===== src/ps2_pkg.sv =====
package ps2_pkg;

  // ----------------------------------------
  // wire-level types
  // ----------------------------------------

  // one data byte of a frame
  typedef logic [7:0] scan_code_t;

  // bit position inside a frame, 0 to 10
  typedef logic [3:0] bit_index_t;

  // clk cycles since last ps2 clock fall
  typedef logic [11:0] idle_count_t;

  // ----------------------------------------
  // frame layout
  // ----------------------------------------

  // start, 8 data lsb first, odd parity, stop
  localparam int FRAME_BITS = 11;

  localparam bit_index_t BIT_START  = 4'd0;
  localparam bit_index_t BIT_PARITY = 4'd9;
  localparam bit_index_t BIT_STOP   = bit_index_t'(FRAME_BITS - 1);

  // partial frame is dropped after this many quiet cycles
  // well above one bit period of a real keyboard
  localparam idle_count_t IDLE_TIMEOUT_CYCLES = 12'd2000;

  // ----------------------------------------
  // prefix bytes of scan-code set 2
  // ----------------------------------------

  // extended key prefix
  localparam scan_code_t SC_PREFIX_EXT   = 8'hE0;
  // key release prefix
  localparam scan_code_t SC_PREFIX_BREAK = 8'hF0;

endpackage


===== src/key_pkg.sv =====
package key_pkg;

  // ----------------------------------------
  // key-level types
  // ----------------------------------------

  // character code
  typedef logic [7:0] ascii_t;

  // one decoded key transition
  // shift and caps already include this event
  typedef struct packed {
    ps2_pkg::scan_code_t code;
    logic                extended;
    logic                released;
    logic                shift;
    logic                caps;
  } key_event_t;

  // event plus its character
  typedef struct packed {
    key_event_t ev;
    ascii_t     ascii;
    logic       printable;
  } key_char_t;

  // prefix tracking in the decoder
  typedef enum logic [1:0] {IDLE, EXT, BREAK, EXT_BREAK} dec_state_t;

  // ----------------------------------------
  // scan codes with special meaning
  // ----------------------------------------

  localparam ps2_pkg::scan_code_t SC_LSHIFT = 8'h12;
  localparam ps2_pkg::scan_code_t SC_RSHIFT = 8'h59;
  localparam ps2_pkg::scan_code_t SC_CAPS   = 8'h58;
  localparam ps2_pkg::scan_code_t SC_SPACE  = 8'h29;
  localparam ps2_pkg::scan_code_t SC_ENTER  = 8'h5A;

  // lower case minus this gives upper case
  localparam ascii_t ASCII_CASE_OFFSET = 8'h20;

endpackage


===== src/ps2_frame_rx.sv =====
`timescale 1ns/1ps

module ps2_frame_rx (
  input  logic                clk,
  input  logic                arst_n,
  input  logic                ps2_clk,
  input  logic                ps2_data,
  output logic                byte_valid,
  output ps2_pkg::scan_code_t rx_byte,
  output logic                frame_error
);

  import ps2_pkg::*;

  // ----------------------------------------
  // synchronizer and edge detect
  // ----------------------------------------

  // both lines idle high
  logic [1:0] clk_sync;
  logic [1:0] data_sync;
  // previous synchronized clock
  logic       clk_prev;
  logic       clk_fall;

  always_ff @(posedge clk or negedge arst_n) begin
    if (!arst_n) begin
      clk_sync  <= '1;
      data_sync <= '1;
      clk_prev  <= 1'b1;
    end else begin
      clk_sync  <= {clk_sync[0], ps2_clk};
      data_sync <= {data_sync[0], ps2_data};
      clk_prev  <= clk_sync[1];
    end
  end

  // high for one cycle per ps2 clock fall
  assign clk_fall = clk_prev & ~clk_sync[1];

  // ----------------------------------------
  // bit position and idle resync
  // ----------------------------------------

  bit_index_t  bit_idx;
  idle_count_t idle_cnt;

  always_ff @(posedge clk or negedge arst_n) begin
    if (!arst_n) begin
      bit_idx  <= '0;
      idle_cnt <= '0;
    end else if (clk_fall) begin
      idle_cnt <= '0;
      // wrap after stop bit
      bit_idx  <= (bit_idx == BIT_STOP) ? '0 : bit_idx + 1'b1;
    end else if (idle_cnt == IDLE_TIMEOUT_CYCLES) begin
      // line quiet too long, forget partial frame
      bit_idx <= '0;
    end else begin
      idle_cnt <= idle_cnt + 1'b1;
    end
  end

  // ----------------------------------------
  // frame shifter and checks
  // ----------------------------------------

  // start, data and parity; stop is checked live
  logic [BIT_PARITY:0] frame_q;
  logic                frame_end;
  logic                start_ok;
  logic                stop_ok;
  logic                parity_ok;
  logic                frame_ok;

  always_ff @(posedge clk) begin
    if (clk_fall && bit_idx != BIT_STOP) begin
      frame_q[bit_idx] <= data_sync[1];
    end
  end

  assign frame_end = clk_fall && (bit_idx == BIT_STOP);
  assign start_ok  = ~frame_q[BIT_START];
  assign stop_ok   = data_sync[1];
  // odd parity over data and parity bit
  assign parity_ok = ^frame_q[BIT_PARITY:BIT_START+1];
  assign frame_ok  = start_ok & stop_ok & parity_ok;

  always_ff @(posedge clk or negedge arst_n) begin
    if (!arst_n) begin
      byte_valid  <= 1'b0;
      frame_error <= 1'b0;
    end else begin
      byte_valid  <= frame_end & frame_ok;
      frame_error <= frame_end & ~frame_ok;
    end
  end

  // data byte, held until next frame
  always_ff @(posedge clk) begin
    if (frame_end) begin
      rx_byte <= frame_q[BIT_PARITY-1:BIT_START+1];
    end
  end

  // ----------------------------------------
  // checks
  // ----------------------------------------

  // one outcome per frame
  a_strobe_excl: assert property (
    @(posedge clk) disable iff (!arst_n) !(byte_valid && frame_error)
  );

  a_bit_range: assert property (
    @(posedge clk) disable iff (!arst_n) bit_idx <= BIT_STOP
  );

endmodule


===== src/scan_decoder.sv =====
`timescale 1ns/1ps

module scan_decoder (
  input  logic                clk,
  input  logic                arst_n,
  input  logic                byte_valid,
  input  ps2_pkg::scan_code_t rx_byte,
  input  logic                frame_error,
  output logic                ev_valid,
  output key_pkg::key_event_t ev,
  output logic                caps_lock
);

  import ps2_pkg::*;
  import key_pkg::*;

  dec_state_t state;

  // shift flags, one per key
  logic lshift;
  logic rshift;
  logic lshift_nxt;
  logic rshift_nxt;
  logic caps_nxt;

  logic is_ext;
  logic is_break;
  logic in_ext;
  logic in_break;
  logic emit;

  // ----------------------------------------
  // byte classification
  // ----------------------------------------

  assign is_ext   = (rx_byte == SC_PREFIX_EXT);
  assign is_break = (rx_byte == SC_PREFIX_BREAK);
  assign in_ext   = (state == EXT) || (state == EXT_BREAK);
  assign in_break = (state == BREAK) || (state == EXT_BREAK);

  // prefixes only move the fsm
  assign emit = byte_valid & ~frame_error & ~is_ext & ~is_break;

  // ----------------------------------------
  // prefix fsm
  // ----------------------------------------

  always_ff @(posedge clk or negedge arst_n) begin
    if (!arst_n) begin
      state <= IDLE;
    end else if (frame_error) begin
      // corrupted frame, drop pending prefix
      state <= IDLE;
    end else if (byte_valid) begin
      if (is_ext) begin
        state <= EXT;
      end else if (is_break) begin
        state <= in_ext ? EXT_BREAK : BREAK;
      end else begin
        state <= IDLE;
      end
    end
  end

  // ----------------------------------------
  // modifier tracking
  // ----------------------------------------

  always_comb begin
    lshift_nxt = lshift;
    rshift_nxt = rshift;
    caps_nxt   = caps_lock;
    if (emit) begin
      case (rx_byte)
        SC_LSHIFT: lshift_nxt = ~in_break;
        SC_RSHIFT: rshift_nxt = ~in_break;
        // toggle on make only
        SC_CAPS: caps_nxt = in_break ? caps_lock : ~caps_lock;
        default: ;
      endcase
    end
  end

  always_ff @(posedge clk or negedge arst_n) begin
    if (!arst_n) begin
      lshift    <= 1'b0;
      rshift    <= 1'b0;
      caps_lock <= 1'b0;
      ev_valid  <= 1'b0;
    end else begin
      lshift    <= lshift_nxt;
      rshift    <= rshift_nxt;
      caps_lock <= caps_nxt;
      ev_valid  <= emit;
    end
  end

  // event payload, modifiers after this key
  always_ff @(posedge clk) begin
    if (emit) begin
      ev <= '{code:     rx_byte,
              extended: in_ext,
              released: in_break,
              shift:    lshift_nxt | rshift_nxt,
              caps:     caps_nxt};
    end
  end

  // ----------------------------------------
  // checks
  // ----------------------------------------

  a_ev_after_byte: assert property (
    @(posedge clk) disable iff (!arst_n) ev_valid |-> $past(byte_valid)
  );

  a_no_prefix_ev: assert property (
    @(posedge clk) disable iff (!arst_n)
      ev_valid |-> (ev.code != SC_PREFIX_EXT) && (ev.code != SC_PREFIX_BREAK)
  );

endmodule


===== src/ascii_mapper.sv =====
`timescale 1ns/1ps

module ascii_mapper (
  input  logic                clk,
  input  logic                arst_n,
  input  logic                ev_valid,
  input  key_pkg::key_event_t ev,
  output logic                key_valid,
  output key_pkg::key_char_t  key
);

  import key_pkg::*;

  // unshifted character, zero when unmapped
  ascii_t plain_char;
  // digit row symbol, zero elsewhere
  ascii_t digit_sym;
  ascii_t char_sel;
  logic   is_letter;
  logic   printable;

  // ----------------------------------------
  // set 2 lookup
  // ----------------------------------------

  always_comb begin
    plain_char = '0;
    case (ev.code)
      8'h1C: plain_char = "a";
      8'h32: plain_char = "b";
      8'h21: plain_char = "c";
      8'h23: plain_char = "d";
      8'h24: plain_char = "e";
      8'h2B: plain_char = "f";
      8'h34: plain_char = "g";
      8'h33: plain_char = "h";
      8'h43: plain_char = "i";
      8'h3B: plain_char = "j";
      8'h42: plain_char = "k";
      8'h4B: plain_char = "l";
      8'h3A: plain_char = "m";
      8'h31: plain_char = "n";
      8'h44: plain_char = "o";
      8'h4D: plain_char = "p";
      8'h15: plain_char = "q";
      8'h2D: plain_char = "r";
      8'h1B: plain_char = "s";
      8'h2C: plain_char = "t";
      8'h3C: plain_char = "u";
      8'h2A: plain_char = "v";
      8'h1D: plain_char = "w";
      8'h22: plain_char = "x";
      8'h35: plain_char = "y";
      8'h1A: plain_char = "z";
      8'h16: plain_char = "1";
      8'h1E: plain_char = "2";
      8'h26: plain_char = "3";
      8'h25: plain_char = "4";
      8'h2E: plain_char = "5";
      8'h36: plain_char = "6";
      8'h3D: plain_char = "7";
      8'h3E: plain_char = "8";
      8'h46: plain_char = "9";
      8'h45: plain_char = "0";
      SC_SPACE: plain_char = 8'h20;
      SC_ENTER: plain_char = 8'h0D;
      default: ;
    endcase
  end

  // us layout symbols above the digits
  always_comb begin
    digit_sym = '0;
    case (ev.code)
      8'h16: digit_sym = "!";
      8'h1E: digit_sym = "@";
      8'h26: digit_sym = "#";
      8'h25: digit_sym = "$";
      8'h2E: digit_sym = "%";
      8'h36: digit_sym = "^";
      8'h3D: digit_sym = "&";
      8'h3E: digit_sym = "*";
      8'h46: digit_sym = "(";
      8'h45: digit_sym = ")";
      default: ;
    endcase
  end

  assign is_letter = (plain_char >= "a") && (plain_char <= "z");

  // caps only flips letters, shift flips letters and digits
  always_comb begin
    if (is_letter && (ev.shift ^ ev.caps)) begin
      char_sel = plain_char - ASCII_CASE_OFFSET;
    end else if (digit_sym != '0 && ev.shift) begin
      char_sel = digit_sym;
    end else begin
      char_sel = plain_char;
    end
  end

  // make of a plain key only
  assign printable = (plain_char != '0) & ~ev.released & ~ev.extended;

  // ----------------------------------------
  // output register
  // ----------------------------------------

  always_ff @(posedge clk or negedge arst_n) begin
    if (!arst_n) begin
      key_valid <= 1'b0;
    end else begin
      key_valid <= ev_valid;
    end
  end

  always_ff @(posedge clk) begin
    if (ev_valid) begin
      key <= '{ev: ev, ascii: printable ? char_sel : '0, printable: printable};
    end
  end

  a_printable_ascii: assert property (
    @(posedge clk) disable iff (!arst_n)
      key_valid && key.printable |-> key.ascii != '0
  );

endmodule


===== src/ps2_keyboard.sv =====
`timescale 1ns/1ps

module ps2_keyboard (
  input  logic               clk,
  input  logic               arst_n,
  input  logic               ps2_clk,
  input  logic               ps2_data,
  output logic               key_valid,
  output key_pkg::key_char_t key,
  output logic               frame_error,
  output logic               caps_lock
);

  import ps2_pkg::*;
  import key_pkg::*;

  // receiver to decoder
  logic       byte_valid;
  scan_code_t rx_byte;

  // decoder to mapper
  logic       ev_valid;
  key_event_t ev;

  // ----------------------------------------
  // frame capture
  // ----------------------------------------

  ps2_frame_rx u_frame_rx (
    .clk         (clk),
    .arst_n      (arst_n),
    .ps2_clk     (ps2_clk),
    .ps2_data    (ps2_data),
    .byte_valid  (byte_valid),
    .rx_byte     (rx_byte),
    .frame_error (frame_error)
  );

  // prefixes and modifiers
  scan_decoder u_decoder (
    .clk         (clk),
    .arst_n      (arst_n),
    .byte_valid  (byte_valid),
    .rx_byte     (rx_byte),
    .frame_error (frame_error),
    .ev_valid    (ev_valid),
    .ev          (ev),
    .caps_lock   (caps_lock)
  );

  // character lookup
  ascii_mapper u_mapper (
    .clk       (clk),
    .arst_n    (arst_n),
    .ev_valid  (ev_valid),
    .ev        (ev),
    .key_valid (key_valid),
    .key       (key)
  );

endmodule


===== config.mk =====
export PLATFORM = sky130hd
export DESIGN_NAME = ps2_keyboard
export DESIGN_NICKNAME = d
export VERILOG_FILES = /design/src/ps2_pkg.sv /design/src/key_pkg.sv /design/src/ps2_frame_rx.sv /design/src/scan_decoder.sv /design/src/ascii_mapper.sv /design/src/ps2_keyboard.sv
export SDC_FILE = /design/constraint.sdc
export NUM_CORES = 1
export LEC_CHECK = 0
export BUFFER_PORTS_ARGS = -buffer_cell sky130_fd_sc_hd__buf_2
export CELL_PAD_IN_SITES_DETAIL_PLACEMENT = 0
export CELL_PAD_IN_SITES_GLOBAL_PLACEMENT = 1
export CORE_MARGIN = 2
export CORE_UTILIZATION = 50
export CTS_BUF_LIST = sky130_fd_sc_hd__clkbuf_8
export CTS_CLUSTER_DIAMETER = 120
export DETAILED_ROUTE_END_ITERATION = 7
export PLACE_DENSITY = 0.91
export REMOVE_ABC_BUFFERS = 1
export SLEW_MARGIN = 20
export SYNTH_ARGS = -nofsm -noshare
export SYNTH_HDL_FRONTEND = slang
export SYNTH_SLANG_ARGS = --single-unit
export TNS_END_PERCENT = 50

===== constraint.sdc =====
create_clock -name clk -period 3.6 [get_ports clk]
set_input_delay 0.36 -clock clk [delete_from_list [all_inputs] [get_ports clk]]
set_output_delay 0.36 -clock clk [all_outputs]
set_load 0.01 [all_outputs]

==> metrics.md, run 1 <==
| Metric | Value |
|---|---|
| Number of remaining DRC errors | `0` |
| Sequential share of the synthesized area | `a little over half` |
| Maximum count of clock buffers along a single path | `2` |
| Proportion of synthesized flip-flops having asynchronous set or reset | `37.0%` |
| Layout overhead on the synthesized area | `9.43%` |
| Status | `completed` |
| Top cells by area, synth | `sky130_fd_sc_hd__edfxtp_1 36%, sky130_fd_sc_hd__dfrtp_1 15%, sky130_fd_sc_hd__nor2_1 3.3%` |
| Setup slack of the critical path after layout | `0.363 ns` |
| Highest Clock Rate | `between 0.3 and 0.4 GHz` |
| Final critical-path share of the clock period | `roughly 90%` |
| Top-area cell type share of the netlist area | `between 30% and 40%` |
| Gr ovfl total | `0` |
| Clock-pin slew reported for the worst setup and hold paths after clock tree synthesis | `~0.08 ns` |
| Setup violations, final | `0` |
| Root buffer cell | `sky130_fd_sc_hd__clkbuf_8` |
| Antenna cells | `0` |
| Number of buffers inserted during clock tree synthesis | `9` |
| Routed Wire Length | `about 8400 um` |
| Clock latency reported for the late side of the worst-skew pair | `around 0.35 ns` |
| Count of final hold-check violations | `0` |
| Clock power share | `a little under two fifths` |
| Average routed wire per standard cell | `around 17 um` |
| Setup crit end kind | `flop` |
| Post-synth top flop | `sky130_fd_sc_hd__edfxtp_1` |
| Via-to-Cell Ratio | `5.88` |
| Setup repair after global routing missed its margin | `no` |
| Worst-path fanout max | `15` |
| Clock sink count | `81` |
| Number of instances in the synthesized netlist | `around 380` |
| Arrival time of the worst setup path | `3.32 ns` |
| Final Total Pwr | `1.90 mW` |
| Mean instance size in the synthesized netlist | `around 11 sq um` |
| Clock tree from TritonCTS | `built` |
| H-tree Lvls | `3` |
| Net switching share of the total power | `around 23%` |
| Post-synthesis share of cell area spent on and, or, nand and nor gates | `21.1%` |
| Core occupancy in the finished layout | `about 56%` |
| Die span in y | `between 90 and 100 um` |
| Top-Level Pins | `28` |
| Pwr/cell area | `~400 mW/mm^2` |
| Number of synthesized register bits | `81` |
| Post-place instance area | `approximately 0.0044 sq mm` |
| Startpoint types | `flop` |
| Syn Std Cell Area | `about 0.0042 sq mm` |
| Iteration-0 DRC count of the detailed router | `223` |
| Port Buf Inserts | `27` |
| Psw | `0.436 mW` |
| GPL Wtd Cong | `0.975` |
| Post-layout instance area | `0.00462 sq mm` |
| Via count | `roughly 3,000` |
| Compound-cell area share of the yosys netlist | `12.3%` |
| Setup_tns | `0 ns` |
| Relative slew slack | `32.1%` |
| Crit Path Category | `flop to flop` |
| Length of the first detailed-routing pass in iterations | `5` |
| Number of nets in the layout | `around 410` |
| Setup clock skew after layout | `between 0.007 and 0.008 ns` |
| Most common library cell in the layout ignoring fill and taps | `sky130_fd_sc_hd__edfxtp_1` |
| Largest net degree at the start of global routing | `31` |
| Placement Rows | `33` |
| Cell taking the most area after synthesis | `sky130_fd_sc_hd__edfxtp_1` |
| Antenna-violating nets left | `0` |
| Maximum vdd drop | `between 200 and 300 uV` |
| Number of buffers inserted by hold repair at cts | `0` |
| Transition time at the pin with the least slew margin | `1.01 ns` |
| First-pass GRT wire length | `around 14,000 um` |
| Tmin final | `3.24 ns` |
| Dominant combinational cell family by area after synthesis | `simple AND/OR/NAND/NOR gates` |
| P_leak | `between 1.5 and 2 nW` |
| Post-route worst hold slack | `about 0.043 ns` |
| Global-route total usage across every layer | `around a fifth` |
| Max-cap violations | `0` |
| Pins over their slew limit | `0` |
| Logic pwr share | `6.0%` |
| Fraction of the mapped netlist area in adder cells | `about 1.2%` |
| Cells after DPL | `a little under 500` |
| Multiplexer share of the synthesized area | `under 10%` |
| Cell-internal power | `~1.5 mW` |
| Share of final-layout standard cells stronger than drive strength 1 | `between 10% and 20%` |
| Commonest non-fill, non-tap cells in the layout | `51 x sky130_fd_sc_hd__edfxtp_1, 37 x sky130_fd_sc_hd__nor2_1, 27 x sky130_fd_sc_hd__buf_2` |
| Min-delay worst type | `primary input to async pin` |
| Yosys warning total | `0` |
| Initial antenna violation count | `0` |
| Count of flip-flops with a built-in enable after synthesis | `51` |
| Required time at the worst-slack endpoint | `between 3 and 4 ns` |
| Register share of total power | `a little under three fifths` |
| Half-perimeter wire length of the detailed placement result | `slightly below 6000 um` |
| Unique masters post-synth | `74` |
| Post-place setup slack | `approximately 0.38 ns` |
| Die Span X | `between 90 and 100 um` |
| Xor-xnor portion of the synthesized cell area | `approximately 4.4%` |
| Fill cell total of the finished layout | `704` |
| Initial cell density of the core | `approximately 51%` |
| Number of global-route vias before repair | `about 2,900` |
| Die footprint | `just over 0.009 sq mm` |
| Core ar. | `0.00822 sq mm` |
| Non-Filler Instances | `510` |
-- registers in the layout, summed over array words and instances, names as in the netlist, 2 cells and up --
| name | count |
|---|---|
| u_frame_rx.data_sync | 2 |
| u_decoder.ev | 12 |
| u_frame_rx.rx_byte | 8 |
| u_decoder.state | 2 |
| u_frame_rx.clk_sync | 2 |
| u_frame_rx.frame_q | 10 |
| u_frame_rx.idle_cnt | 12 |
| u_mapper.key | 21 |
| u_frame_rx.bit_idx | 4 |
-- cells in the mapped netlist, types with 3 or more instances --
| cell | count |
|---|---|
| sky130_fd_sc_hd__edfxtp_1 | 51 |
| sky130_fd_sc_hd__nor2_1 | 37 |
| sky130_fd_sc_hd__dfrtp_1 | 25 |
| sky130_fd_sc_hd__nand2_1 | 19 |
| sky130_fd_sc_hd__nand3_1 | 18 |
| sky130_fd_sc_hd__a21oi_1 | 17 |
| sky130_fd_sc_hd__inv_1 | 15 |
| sky130_fd_sc_hd__nor3_1 | 14 |
| sky130_fd_sc_hd__xnor2_1 | 14 |
| sky130_fd_sc_hd__nor2b_1 | 13 |
| sky130_fd_sc_hd__clkbuf_1 | 9 |
| sky130_fd_sc_hd__o21ai_0 | 9 |
| sky130_fd_sc_hd__buf_6 | 7 |
| sky130_fd_sc_hd__nand2b_1 | 7 |
| sky130_fd_sc_hd__xor2_1 | 7 |
| sky130_fd_sc_hd__and3_1 | 6 |
| sky130_fd_sc_hd__buf_2 | 6 |
| sky130_fd_sc_hd__mux2i_1 | 6 |
| sky130_fd_sc_hd__nand4_1 | 6 |
| sky130_fd_sc_hd__dfstp_2 | 5 |
| sky130_fd_sc_hd__a32oi_1 | 4 |
| sky130_fd_sc_hd__ha_1 | 4 |
| sky130_fd_sc_hd__nor3b_1 | 4 |
| sky130_fd_sc_hd__o32ai_1 | 4 |
| sky130_fd_sc_hd__a211oi_1 | 3 |
| sky130_fd_sc_hd__nor4_1 | 3 |
| sky130_fd_sc_hd__o2111ai_1 | 3 |
| sky130_fd_sc_hd__o41ai_1 | 3 |
-- worst paths after layout --
check / to / start / depth (start not counted) / slack (ns)
setup / recovery: u_mapper.key[5] / u_decoder.ev[7] / 11 / 0.36
hold / removal: u_frame_rx.bit_idx[2] / arst_n / 1 / 0.04
setup reg to reg: u_mapper.key[5] / u_decoder.ev[7] / 11 / 0.36
hold reg to reg: u_frame_rx.clk_sync[1] / u_frame_rx.clk_sync[0] / 0 / 0.36
max in group asynchronous: u_frame_rx.idle_cnt[9] / arst_n / 1 / 3.11
min in group clk: u_frame_rx.clk_sync[0] / ps2_clk / 1 / 0.10
-- critical path, cell delays in order (launching register included) --
cell and delay [ns]:
sky130_fd_sc_hd__edfxtp_1 0.71, sky130_fd_sc_hd__buf_4 0.28, sky130_fd_sc_hd__nor3b_1 0.07, sky130_fd_sc_hd__a2bb2oi_2 0.16, sky130_fd_sc_hd__o22ai_2 0.10, sky130_fd_sc_hd__nor4_2 0.42, sky130_fd_sc_hd__nand3b_2 0.19, sky130_fd_sc_hd__ha_1 0.23
sky130_fd_sc_hd__a21oi_1 0.35, sky130_fd_sc_hd__nand3_1 0.23, sky130_fd_sc_hd__a21oi_1 0.16, sky130_fd_sc_hd__nor3_1 0.06
-- repair_timing --
item	in CTS	in global routing
resized for setup	0	0
setup endpoints to repair	0	1
setup buffers	0	1
-- final cells by class --
| class | instances | area [sq um] | area share, % |
|---|---|---|---|
| Clock inverter | 6 | 90.1 | 1.95 |
| Multi-Input combinational cell | 256 | 1710 | 37.1 |
| Clock buffer | 9 | 124 | 2.68 |
| Sequential cell | 81 | 2290 | 49.6 |
| Tap cell | 105 | 131 | 2.85 |
| Inverter | 16 | 60.1 | 1.30 |
| Timing Repair Buffer | 37 | 210 | 4.55 |
-- routing by layer --
metal	track usage (%)	vias up	wire, um
li1	-	1433	-
met1	26.1	1416	3550
met2	31.0	123	4060
met3	6.26	25	605
met4	8.10	0	208
met5	0	-	0
-- logic make-up after synthesis --
| kind of cell | count (synthesis) |
|---|---|
| simple gates | 155 |
| flops | 81 |
| compound gates | 69 |
| buf+inv | 40 |
| xor+xnor | 21 |
| mux | 7 |
| fa+ha+maj | 4 |
-- power groups by stage --
| stage | logic, mW | registers, mW | clock network, mW |
|---|---|---|---|
| 2_1_floorplan | 0.0880 | 1.08 | 0 |
| 3_3_place_gp | 0.111 | 1.09 | 0 |
| 5_1_grt | 0.130 | 1.08 | 0.771 |
| 4_1_cts | 0.116 | 1.07 | 0.730 |
| 6_report | 0.114 | 1.07 | 0.715 |
| 3_5_place_dp | 0.115 | 1.09 | 0 |
Note: power is estimated with default switching activity, not from simulation.
==> run 2, diff against run 1 <==
- CORE_UTILIZATION: 50 -> 40
- PLACE_DENSITY: 0.91 -> 0.68
- SYNTH_HIERARCHICAL: default -> 1
==> metrics.md, run 2 <==
| Metric | Value |
|---|---|
| Antenna cells | `0 (unchanged)` |
| Yosys warning total | `6 (was 0)` |
| Setup_tns | `0 ns (unchanged)` |
| Post-place setup slack | `0.602 ns (was 0.380 ns)` |
| Footprint of the multi-input gates | `0.00197 sq mm (was 0.00171 sq mm)` |
| Mean instance size in the synthesized netlist | `11.2 sq um (about the same)` |
| Post-synthesis share of cell area spent on and, or, nand and nor gates | `22.6% (was 21.1%)` |
| Xor-xnor portion of the synthesized cell area | `4.83% (was 4.36%)` |
| First-pass GRT wire length | `15,900 um (was 13,900 um)` |
| Final Total Pwr | `1.84 mW (was 1.90 mW)` |
| Required time at the worst-slack endpoint | `3.79 ns (was 3.68 ns)` |
| Highest Clock Rate | `0.327 GHz (was 0.309 GHz)` |
| Syn Std Cell Area | `0.00448 sq mm (was 0.00422 sq mm)` |
| Number of instances in the synthesized netlist | `401 (was 377)` |
| Count of flip-flops with a built-in enable after synthesis | `51 (unchanged)` |
| Top-area cell type share of the netlist area | `34.2% (was 36.3%)` |
| Top-Level Pins | `28 (unchanged)` |
| Post-synth top flop | `sky130_fd_sc_hd__edfxtp_1 (unchanged)` |
| Status | `completed (unchanged)` |
| Top cells by area, synth | `sky130_fd_sc_hd__edfxtp_1 34%, sky130_fd_sc_hd__dfrtp_1 14%, sky130_fd_sc_hd__nor2_1 3.1% (was sky130_fd_sc_hd__edfxtp_1 36%, sky130_fd_sc_hd__dfrtp_1 15%, sky130_fd_sc_hd__nor2_1 3.3%)` |
| Via-to-Cell Ratio | `5.74 (was 5.88)` |
| Multiplexer share of the synthesized area | `1.56% (was 1.69%)` |
| Pins over their slew limit | `0 (unchanged)` |
| Clock-pin slew reported for the worst setup and hold paths after clock tree synthesis | `0.09 ns (was 0.08 ns)` |
| Max-cap violations | `0 (unchanged)` |
| Iteration-0 DRC count of the detailed router | `215 (was 223)` |
| Worst-path fanout max | `30 (was 15)` |
| Average routed wire per standard cell | `16.9 um (was 16.5 um)` |
| Max reg flops | `21 (unchanged)` |
| Setup violations, final | `0 (unchanged)` |
| P_leak | `1.78 nW (was 1.75 nW)` |
| Share of final-layout standard cells stronger than drive strength 1 | `20.4% (was 19.0%)` |
| Clock sink count | `81 (unchanged)` |
| H-tree Lvls | `3 (unchanged)` |
| Maximum count of clock buffers along a single path | `2 (unchanged)` |
| Cells after DPL | `550 (was 494)` |
| Crit Path Category | `flop to flop (unchanged)` |
| Clock tree from TritonCTS | `built (unchanged)` |
| Gr ovfl total | `0 (unchanged)` |
| Antenna-violating nets left | `0 (unchanged)` |
| Largest reg by FF count | `u_mapper/key (was u_mapper.key)` |
| Root buffer cell | `sky130_fd_sc_hd__clkbuf_8 (unchanged)` |
| Sequential share of the synthesized area | `51.1% (was 54.2%)` |
| Initial antenna violation count | `0 (unchanged)` |
| Sequential cell area | `0.00229 sq mm (unchanged)` |
| Proportion of synthesized flip-flops having asynchronous set or reset | `37.0% (unchanged)` |
| Most instantiated cells after synthesis | `51 x sky130_fd_sc_hd__edfxtp_1, 37 x sky130_fd_sc_hd__nor2_1, 25 x sky130_fd_sc_hd__dfrtp_1 (unchanged)` |
| Setup slack of the critical path after layout | `0.546 ns (was 0.363 ns)` |
| Post-CTS Resized | `0 (unchanged)` |
| Global-route total usage across every layer | `17.4% (was 20.0%)` |
| Setup clock skew after layout | `0.0138 ns (was 0.00743 ns)` |
| Buffers plus inverters on the worst setup path | `0 (was 1)` |
| Startpoint types | `flop (unchanged)` |
| Chain of cells forming the critical path | `or2_1, o211ai_1, a31o_1, or3_1, nor3_1, ha_1, nand2_1, o31ai_1, a21boi_1 (was buf_4, nor3b_1, a2bb2oi_2, o22ai_2, nor4_2, nand3b_2, ha_1, a21oi_1, nand3_1, a21oi_1, nor3_1)` |
| Via count | `3,250 (was 2,997)` |
| Tmin final | `3.05 ns (was 3.24 ns)` |
| Length of the first detailed-routing pass in iterations | `4 (was 5)` |
| Initial cell density of the core | `41.2% (was 51.3%)` |
| Layout overhead on the synthesized area | `8.40% (was 9.43%)` |
| Number of remaining DRC errors | `0 (unchanged)` |
| Post-route worst hold slack | `0.0213 ns (was 0.0427 ns)` |
| Compound-cell area share of the yosys netlist | `14.2% (was 12.3%)` |
| Largest net degree at the start of global routing | `31 (unchanged)` |
| Min-delay worst type | `primary input to async pin (unchanged)` |
| GPL Wtd Cong | `0.872 (was 0.975)` |
| Number of global-route vias before repair | `3,159 (was 2,864)` |
| Die span in y | `110 um (was 95.9 um)` |
| Fill cell total of the finished layout | `1,037 (was 704)` |
| Unique masters post-synth | `82 (was 74)` |
| Pwr/cell area | `378 mW/mm^2 (was 411 mW/mm^2)` |
| Dominant combinational cell family by area after synthesis | `simple AND/OR/NAND/NOR gates (unchanged)` |
| Number of buffers inserted during clock tree synthesis | `9 (unchanged)` |
| Peak per-stage delay on the critical path | `0.93 ns (was 0.71 ns)` |
| Number of setup buffers added after CTS | `0 (unchanged)` |
| Largest registers | `u_mapper/key x21, u_decoder/ev x12, u_frame_rx/idle_cnt x12 (was u_mapper.key x21, u_decoder.ev x12, u_frame_rx.idle_cnt x12)` |
| Cell class contributing the biggest share of worst-path delay | `simple AND/OR/NAND/NOR gates (unchanged)` |
| Arrival time of the worst setup path | `3.24 ns (was 3.32 ns)` |
| Commonest non-fill, non-tap cells in the layout | `51 x sky130_fd_sc_hd__edfxtp_1, 37 x sky130_fd_sc_hd__nor2_1, 27 x sky130_fd_sc_hd__buf_2 (unchanged)` |
| Setup repair after global routing missed its margin | `no (unchanged)` |
| Most common library cell in the layout ignoring fill and taps | `sky130_fd_sc_hd__edfxtp_1 (unchanged)` |
| Number of buffers inserted by hold repair at cts | `0 (unchanged)` |
| Die Span X | `110 um (was 95.9 um)` |
| Critical-path top delay cell | `sky130_fd_sc_hd__edfxtp_1 (unchanged)` |
| Core ar. | `0.0109 sq mm (was 0.00822 sq mm)` |
| Placement Rows | `38 (was 33)` |
| Setup crit end kind | `flop (unchanged)` |
| Relative slew slack | `36.1% (was 32.1%)` |
| Number of nets in the layout | `428 (was 409)` |
| Cell with the most instances after synthesis | `sky130_fd_sc_hd__edfxtp_1 (unchanged)` |
| Die footprint | `0.0121 sq mm (was 0.00919 sq mm)` |
| Final critical-path share of the clock period | `84.8% (was 89.9%)` |
| Routed Wire Length | `9590 um (was 8420 um)` |
| Transition time at the pin with the least slew margin | `0.958 ns (was 1.01 ns)` |
| Fraction of the mapped netlist area in adder cells | `0.838% (was 1.19%)` |
| Half-perimeter wire length of the detailed placement result | `6820 um (was 5940 um)` |
| Count of final hold-check violations | `0 (unchanged)` |
| Cell taking the most area after synthesis | `sky130_fd_sc_hd__edfxtp_1 (unchanged)` |
| Clock latency reported for the late side of the worst-skew pair | `0.35 ns (about the same)` |
| Number of synthesized register bits | `81 (unchanged)` |
| Non-Filler Instances | `566 (was 510)` |
| Maximum vdd drop | `238 uV (was 291 uV)` |
| Port Buf Inserts | `27 (unchanged)` |
[run 2: cell types whose count changed after synthesis, sizes merged, moves of 5 or more]
cell / before / now
or3: 3 / 9
nand2: 19 / 24
nand2b: 7 / 12
nand3: 18 / 13
nor3: 14 / 19
nor3b: 6 / 1
[run 2: power by group]
group | internal (mW) | total [mW] | switching, mW
Combinational | 0.0600 | 0.133 | 0.0733
Clock | 0.256 | 0.609 | 0.352
Sequential | 1.03 | 1.09 | 0.0674
Total | 1.34 | 1.84 | 0.493
[run 2: per-layer routing]
metal / vias up / track usage [%] / wire length, um
met5: - / 0 / 0
met4: 0 / 10.3 / 477
met3: 29 / 4.21 / 349
met2: 94 / 29.7 / 4880
met1: 1585 / 19.6 / 3880
li1: 1542 / - / -
[run 2: final timing paths]
check	from	to	slack [ns]	cells after the start
max	u_decoder/ev[8]	u_mapper/key[7]	0.55	9
max in group asynchronous	arst_n	u_decoder/rshift	3.14	1
min in group clk	ps2_data	u_frame_rx/data_sync[0]	0.10	1
min	arst_n	u_frame_rx/idle_cnt[4]	0.02	1
min reg2reg	u_frame_rx/clk_sync[0]	u_frame_rx/clk_sync[1]	0.36	0
max reg2reg	u_decoder/ev[8]	u_mapper/key[7]	0.55	9
[run 2: cells by family after synthesis]
group / after synthesis
buffers and inverters: 40
adder cells (fa/ha/maj): 3
flip-flops: 81
AO/OA/AOI/OAI: 80
multiplexers: 7
XOR/XNOR: 21
AND/OR/NAND/NOR: 169
[run 2: final cells by class]
class,count,share of cell area (%)
clock buffer,9,2.55
clock inverter,7,1.13
inverter,16,1.29
multi-input combinational,280,40.6
sequential,81,47.1
tap,140,3.61
timing repair buffer,33,3.71
[run 2: through the flow]
step | util [%] | instance area (sq um)
global placement | 43.0 | 4680
finish | 44.6 | 4860
CTS | 44.6 | 4860
global route | 44.6 | 4860
detailed placement | 43.0 | 4680
floorplan | - | 4320
==> run 3, diff against run 2 <==
- clock period: 3.6 -> 3.1 ns (I/O delays scaled with it)
==> metrics.md, run 3 (synthesis results as in run 2) <==
| Metric | Value |
|---|---|
| Status | `completed (unchanged)` |
| Worst-path fanout max | `15 (was 30)` |
| Length of the first detailed-routing pass in iterations | `5 (was 4)` |
| Startpoint of the worst hold path | `ps2_clk` |
| Relative slew slack | `39.7% (was 36.1%)` |
| Register-to-register setup slack | `0.27 ns (was 0.55 ns)` |
| Antenna-violating nets left | `0 (unchanged)` |
| Largest net degree at the start of global routing | `31 (unchanged)` |
| Initial cell density of the core | `41.2% (unchanged)` |
| Half-perimeter wire length of the detailed placement result | `7060 um (was 6820 um)` |
| Placement Rows | `38 (unchanged)` |
| Post-place setup slack | `0.355 ns (was 0.602 ns)` |
| Number of buffers inserted by hold repair at cts | `1 (was 0)` |
| Post-route worst hold slack | `0.0405 ns (was 0.0213 ns)` |
| Hold Path End | `u_frame_rx/clk_sync[0]` |
| Post-CTS Resized | `0 (unchanged)` |
| Core occupancy in the finished layout | `46.0% (was 44.6%)` |
| Crit Path Category | `flop to flop (unchanged)` |
| Setup_tns | `0 ns (unchanged)` |
| Initial antenna violation count | `0 (unchanged)` |
| Tmin final | `2.83 ns (was 3.05 ns)` |
| Largest registers | `u_mapper/key x21, u_decoder/ev x12, u_frame_rx/idle_cnt x12 (unchanged)` |
| Min-delay worst type | `primary input to flop (was primary input to async pin)` |
| Final critical-path share of the clock period | `91.2% (was 84.8%)` |
| Pwr/cell area | `450 mW/mm^2 (was 378 mW/mm^2)` |
| Pins over their slew limit | `0 (unchanged)` |
| Setup crit end kind | `flop (unchanged)` |
| Clock sink count | `81 (unchanged)` |
| Register share of total power | `56.4% (was 59.6%)` |
| Number of buffers inserted during clock tree synthesis | `9 (unchanged)` |
| Footprint of the multi-input gates | `0.00197 sq mm (unchanged)` |
| Sequential cell area | `0.00229 sq mm (unchanged)` |
| Die Span X | `110 um (unchanged)` |
| Root buffer cell | `sky130_fd_sc_hd__clkbuf_8 (unchanged)` |
| Setup repair after global routing missed its margin | `no (unchanged)` |
| Port Buf Inserts | `27 (unchanged)` |
| Gr ovfl total | `0 (unchanged)` |
| Routed Wire Length | `9920 um (was 9590 um)` |
| P_leak | `1.88 nW (was 1.78 nW)` |
| Die span in y | `110 um (unchanged)` |
| Via-to-Cell Ratio | `5.79 (was 5.74)` |
| Cells after DPL | `564 (was 550)` |
| Antenna cells | `0 (unchanged)` |
| Via count | `3,362 (was 3,250)` |
| Iteration-0 DRC count of the detailed router | `201 (was 215)` |
| Count of final hold-check violations | `0 (unchanged)` |
| Largest reg by FF count | `u_mapper/key (unchanged)` |
| Startpoint types | `flop (unchanged)` |
| Cell class contributing the biggest share of worst-path delay | `simple AND/OR/NAND/NOR gates (unchanged)` |
| Peak per-stage delay on the critical path | `0.74 ns (was 0.93 ns)` |
| Logic pwr share | `7.0% (was 7.3%)` |
| Max reg flops | `21 (unchanged)` |
| Setup clock skew after layout | `0.0192 ns (was 0.0138 ns)` |
| Arrival time of the worst setup path | `3.04 ns (was 3.24 ns)` |
| Share of final-layout standard cells stronger than drive strength 1 | `23.1% (was 20.4%)` |
| Final Total Pwr | `2.25 mW (was 1.84 mW)` |
| Clock-pin slew reported for the worst setup and hold paths after clock tree synthesis | `0.10 ns (was 0.09 ns)` |
| Critical-path top delay cell | `sky130_fd_sc_hd__edfxtp_1 (unchanged)` |
| Global-route total usage across every layer | `17.6% (was 17.4%)` |
| Fill cell total of the finished layout | `1,045 (was 1,037)` |
| Setup slack of the critical path after layout | `0.273 ns (was 0.546 ns)` |
| Max-cap violations | `0 (unchanged)` |
| Cell-internal power | `1.67 mW (was 1.34 mW)` |
| Chain of cells forming the critical path | `nor2b_1, a22oi_1, o32a_1, o221ai_2, or3_1, nor3_1, ha_1, nand2_1, o31ai_1, a21boi_1 (was or2_1, o211ai_1, a31o_1, or3_1, nor3_1, ha_1, nand2_1, o31ai_1, a21boi_1)` |
| Clock latency reported for the late side of the worst-skew pair | `0.36 ns (was 0.35 ns)` |
| Maximum vdd drop | `297 uV (was 238 uV)` |
| Hold path depth | `1` |
| Buffers plus inverters on the worst setup path | `0 (unchanged)` |
| Non-Filler Instances | `581 (was 566)` |
| Average routed wire per standard cell | `17.1 um (was 16.9 um)` |
| Number of global-route vias before repair | `3,267 (was 3,159)` |
| Commonest non-fill, non-tap cells in the layout | `51 x sky130_fd_sc_hd__edfxtp_1, 37 x sky130_fd_sc_hd__nor2_1, 27 x sky130_fd_sc_hd__buf_2 (unchanged)` |
| Core ar. | `0.0109 sq mm (unchanged)` |
| Clock tree from TritonCTS | `built (unchanged)` |
| Depth of the worst register-to-register path | `10 (was 9)` |
| Setup violations, final | `0 (unchanged)` |
| Highest Clock Rate | `0.354 GHz (was 0.327 GHz)` |
| Die footprint | `0.0121 sq mm (unchanged)` |
| Most common library cell in the layout ignoring fill and taps | `sky130_fd_sc_hd__edfxtp_1 (unchanged)` |
| Crit Reg-Reg Endpoint | `u_mapper/key[7] (unchanged)` |
| Required time at the worst-slack endpoint | `3.31 ns (was 3.79 ns)` |
| Reg-to-reg critical path startpoint | `u_decoder/ev[5] (was u_decoder/ev[8])` |
| Top-Level Pins | `28 (unchanged)` |
| Number of remaining DRC errors | `0 (unchanged)` |
| First-pass GRT wire length | `16,200 um (was 15,900 um)` |
| Number of nets in the layout | `443 (was 428)` |
| Transition time at the pin with the least slew margin | `0.905 ns (was 0.958 ns)` |
| GPL Wtd Cong | `0.975 (was 0.872)` |
| Psw | `0.582 mW (was 0.493 mW)` |
| Post-layout instance area | `0.00500 sq mm (was 0.00486 sq mm)` |
| H-tree Lvls | `3 (unchanged)` |
| Post-place instance area | `0.00478 sq mm (was 0.00468 sq mm)` |
| Layout overhead on the synthesized area | `11.6% (was 8.40%)` |
| Maximum count of clock buffers along a single path | `2 (unchanged)` |
| Number of setup buffers added after CTS | `0 (unchanged)` |
| Clock power share | `36.6% (was 33.2%)` |
| Net switching share of the total power | `25.9% (was 26.9%)` |
## run 3: per-layer routing
layer / track usage, % / vias to the layer above / wire length, um / part of all wire [%]
met1: 19.7 / 1615 / 3870 / 39
met5: 0 / - / 0 / 0
met3: 4.51 / 34 / 611 / 6.2
li1: - / 1575 / - / -
met4: 9.04 / 0 / 394 / 4.0
met2: 30.5 / 138 / 5050 / 51
## run 3: worst max path at each step
stage	startpoint	endpoint	slack, ns	cells after the start
finish	u_decoder/ev[5]	u_mapper/key[7]	0.27	10
global placement	u_decoder/ev[7]	u_mapper/key[7]	0.39	10
CTS	u_decoder/ev[5]	u_mapper/key[7]	0.30	10
global route	u_decoder/ev[5]	u_mapper/key[7]	0.02	10
detailed placement	u_decoder/ev[5]	u_mapper/key[7]	0.36	10
floorplan	u_decoder/ev[7]	u_mapper/key[7]	0.49	10
## run 3: final cells by class
cell class / count / area share (%)
multi-input cells: 280 / 39.4
well taps: 140 / 3.50
repair buffers: 48 / 5.90
clock inverters: 6 / 1.43
flip-flops and latches: 81 / 45.7
inverters: 16 / 1.25
clock buffers: 10 / 2.75
## run 3: worst register-to-register path: stages, from the launching register on
cell and delay, ns:
sky130_fd_sc_hd__edfxtp_1 0.74, sky130_fd_sc_hd__nor2b_1 0.19, sky130_fd_sc_hd__a22oi_1 0.22, sky130_fd_sc_hd__o32a_1 0.19
sky130_fd_sc_hd__o221ai_2 0.15, sky130_fd_sc_hd__or3_1 0.42, sky130_fd_sc_hd__nor3_1 0.22, sky130_fd_sc_hd__ha_1 0.26
sky130_fd_sc_hd__nand2_1 0.06, sky130_fd_sc_hd__o31ai_1 0.06, sky130_fd_sc_hd__a21boi_1 0.14
## run 3: power by group through the flow
| stage | Clock (mW) | Combinational [mW] | Sequential, mW |
|---|---|---|---|
| 2_1_floorplan | 0 | 0.122 | 1.27 |
| 3_3_place_gp | 0 | 0.154 | 1.29 |
| 3_5_place_dp | 0 | 0.157 | 1.29 |
| 4_1_cts | 0.859 | 0.160 | 1.27 |
| 5_1_grt | 0.899 | 0.181 | 1.28 |
| 6_report | 0.823 | 0.157 | 1.27 |
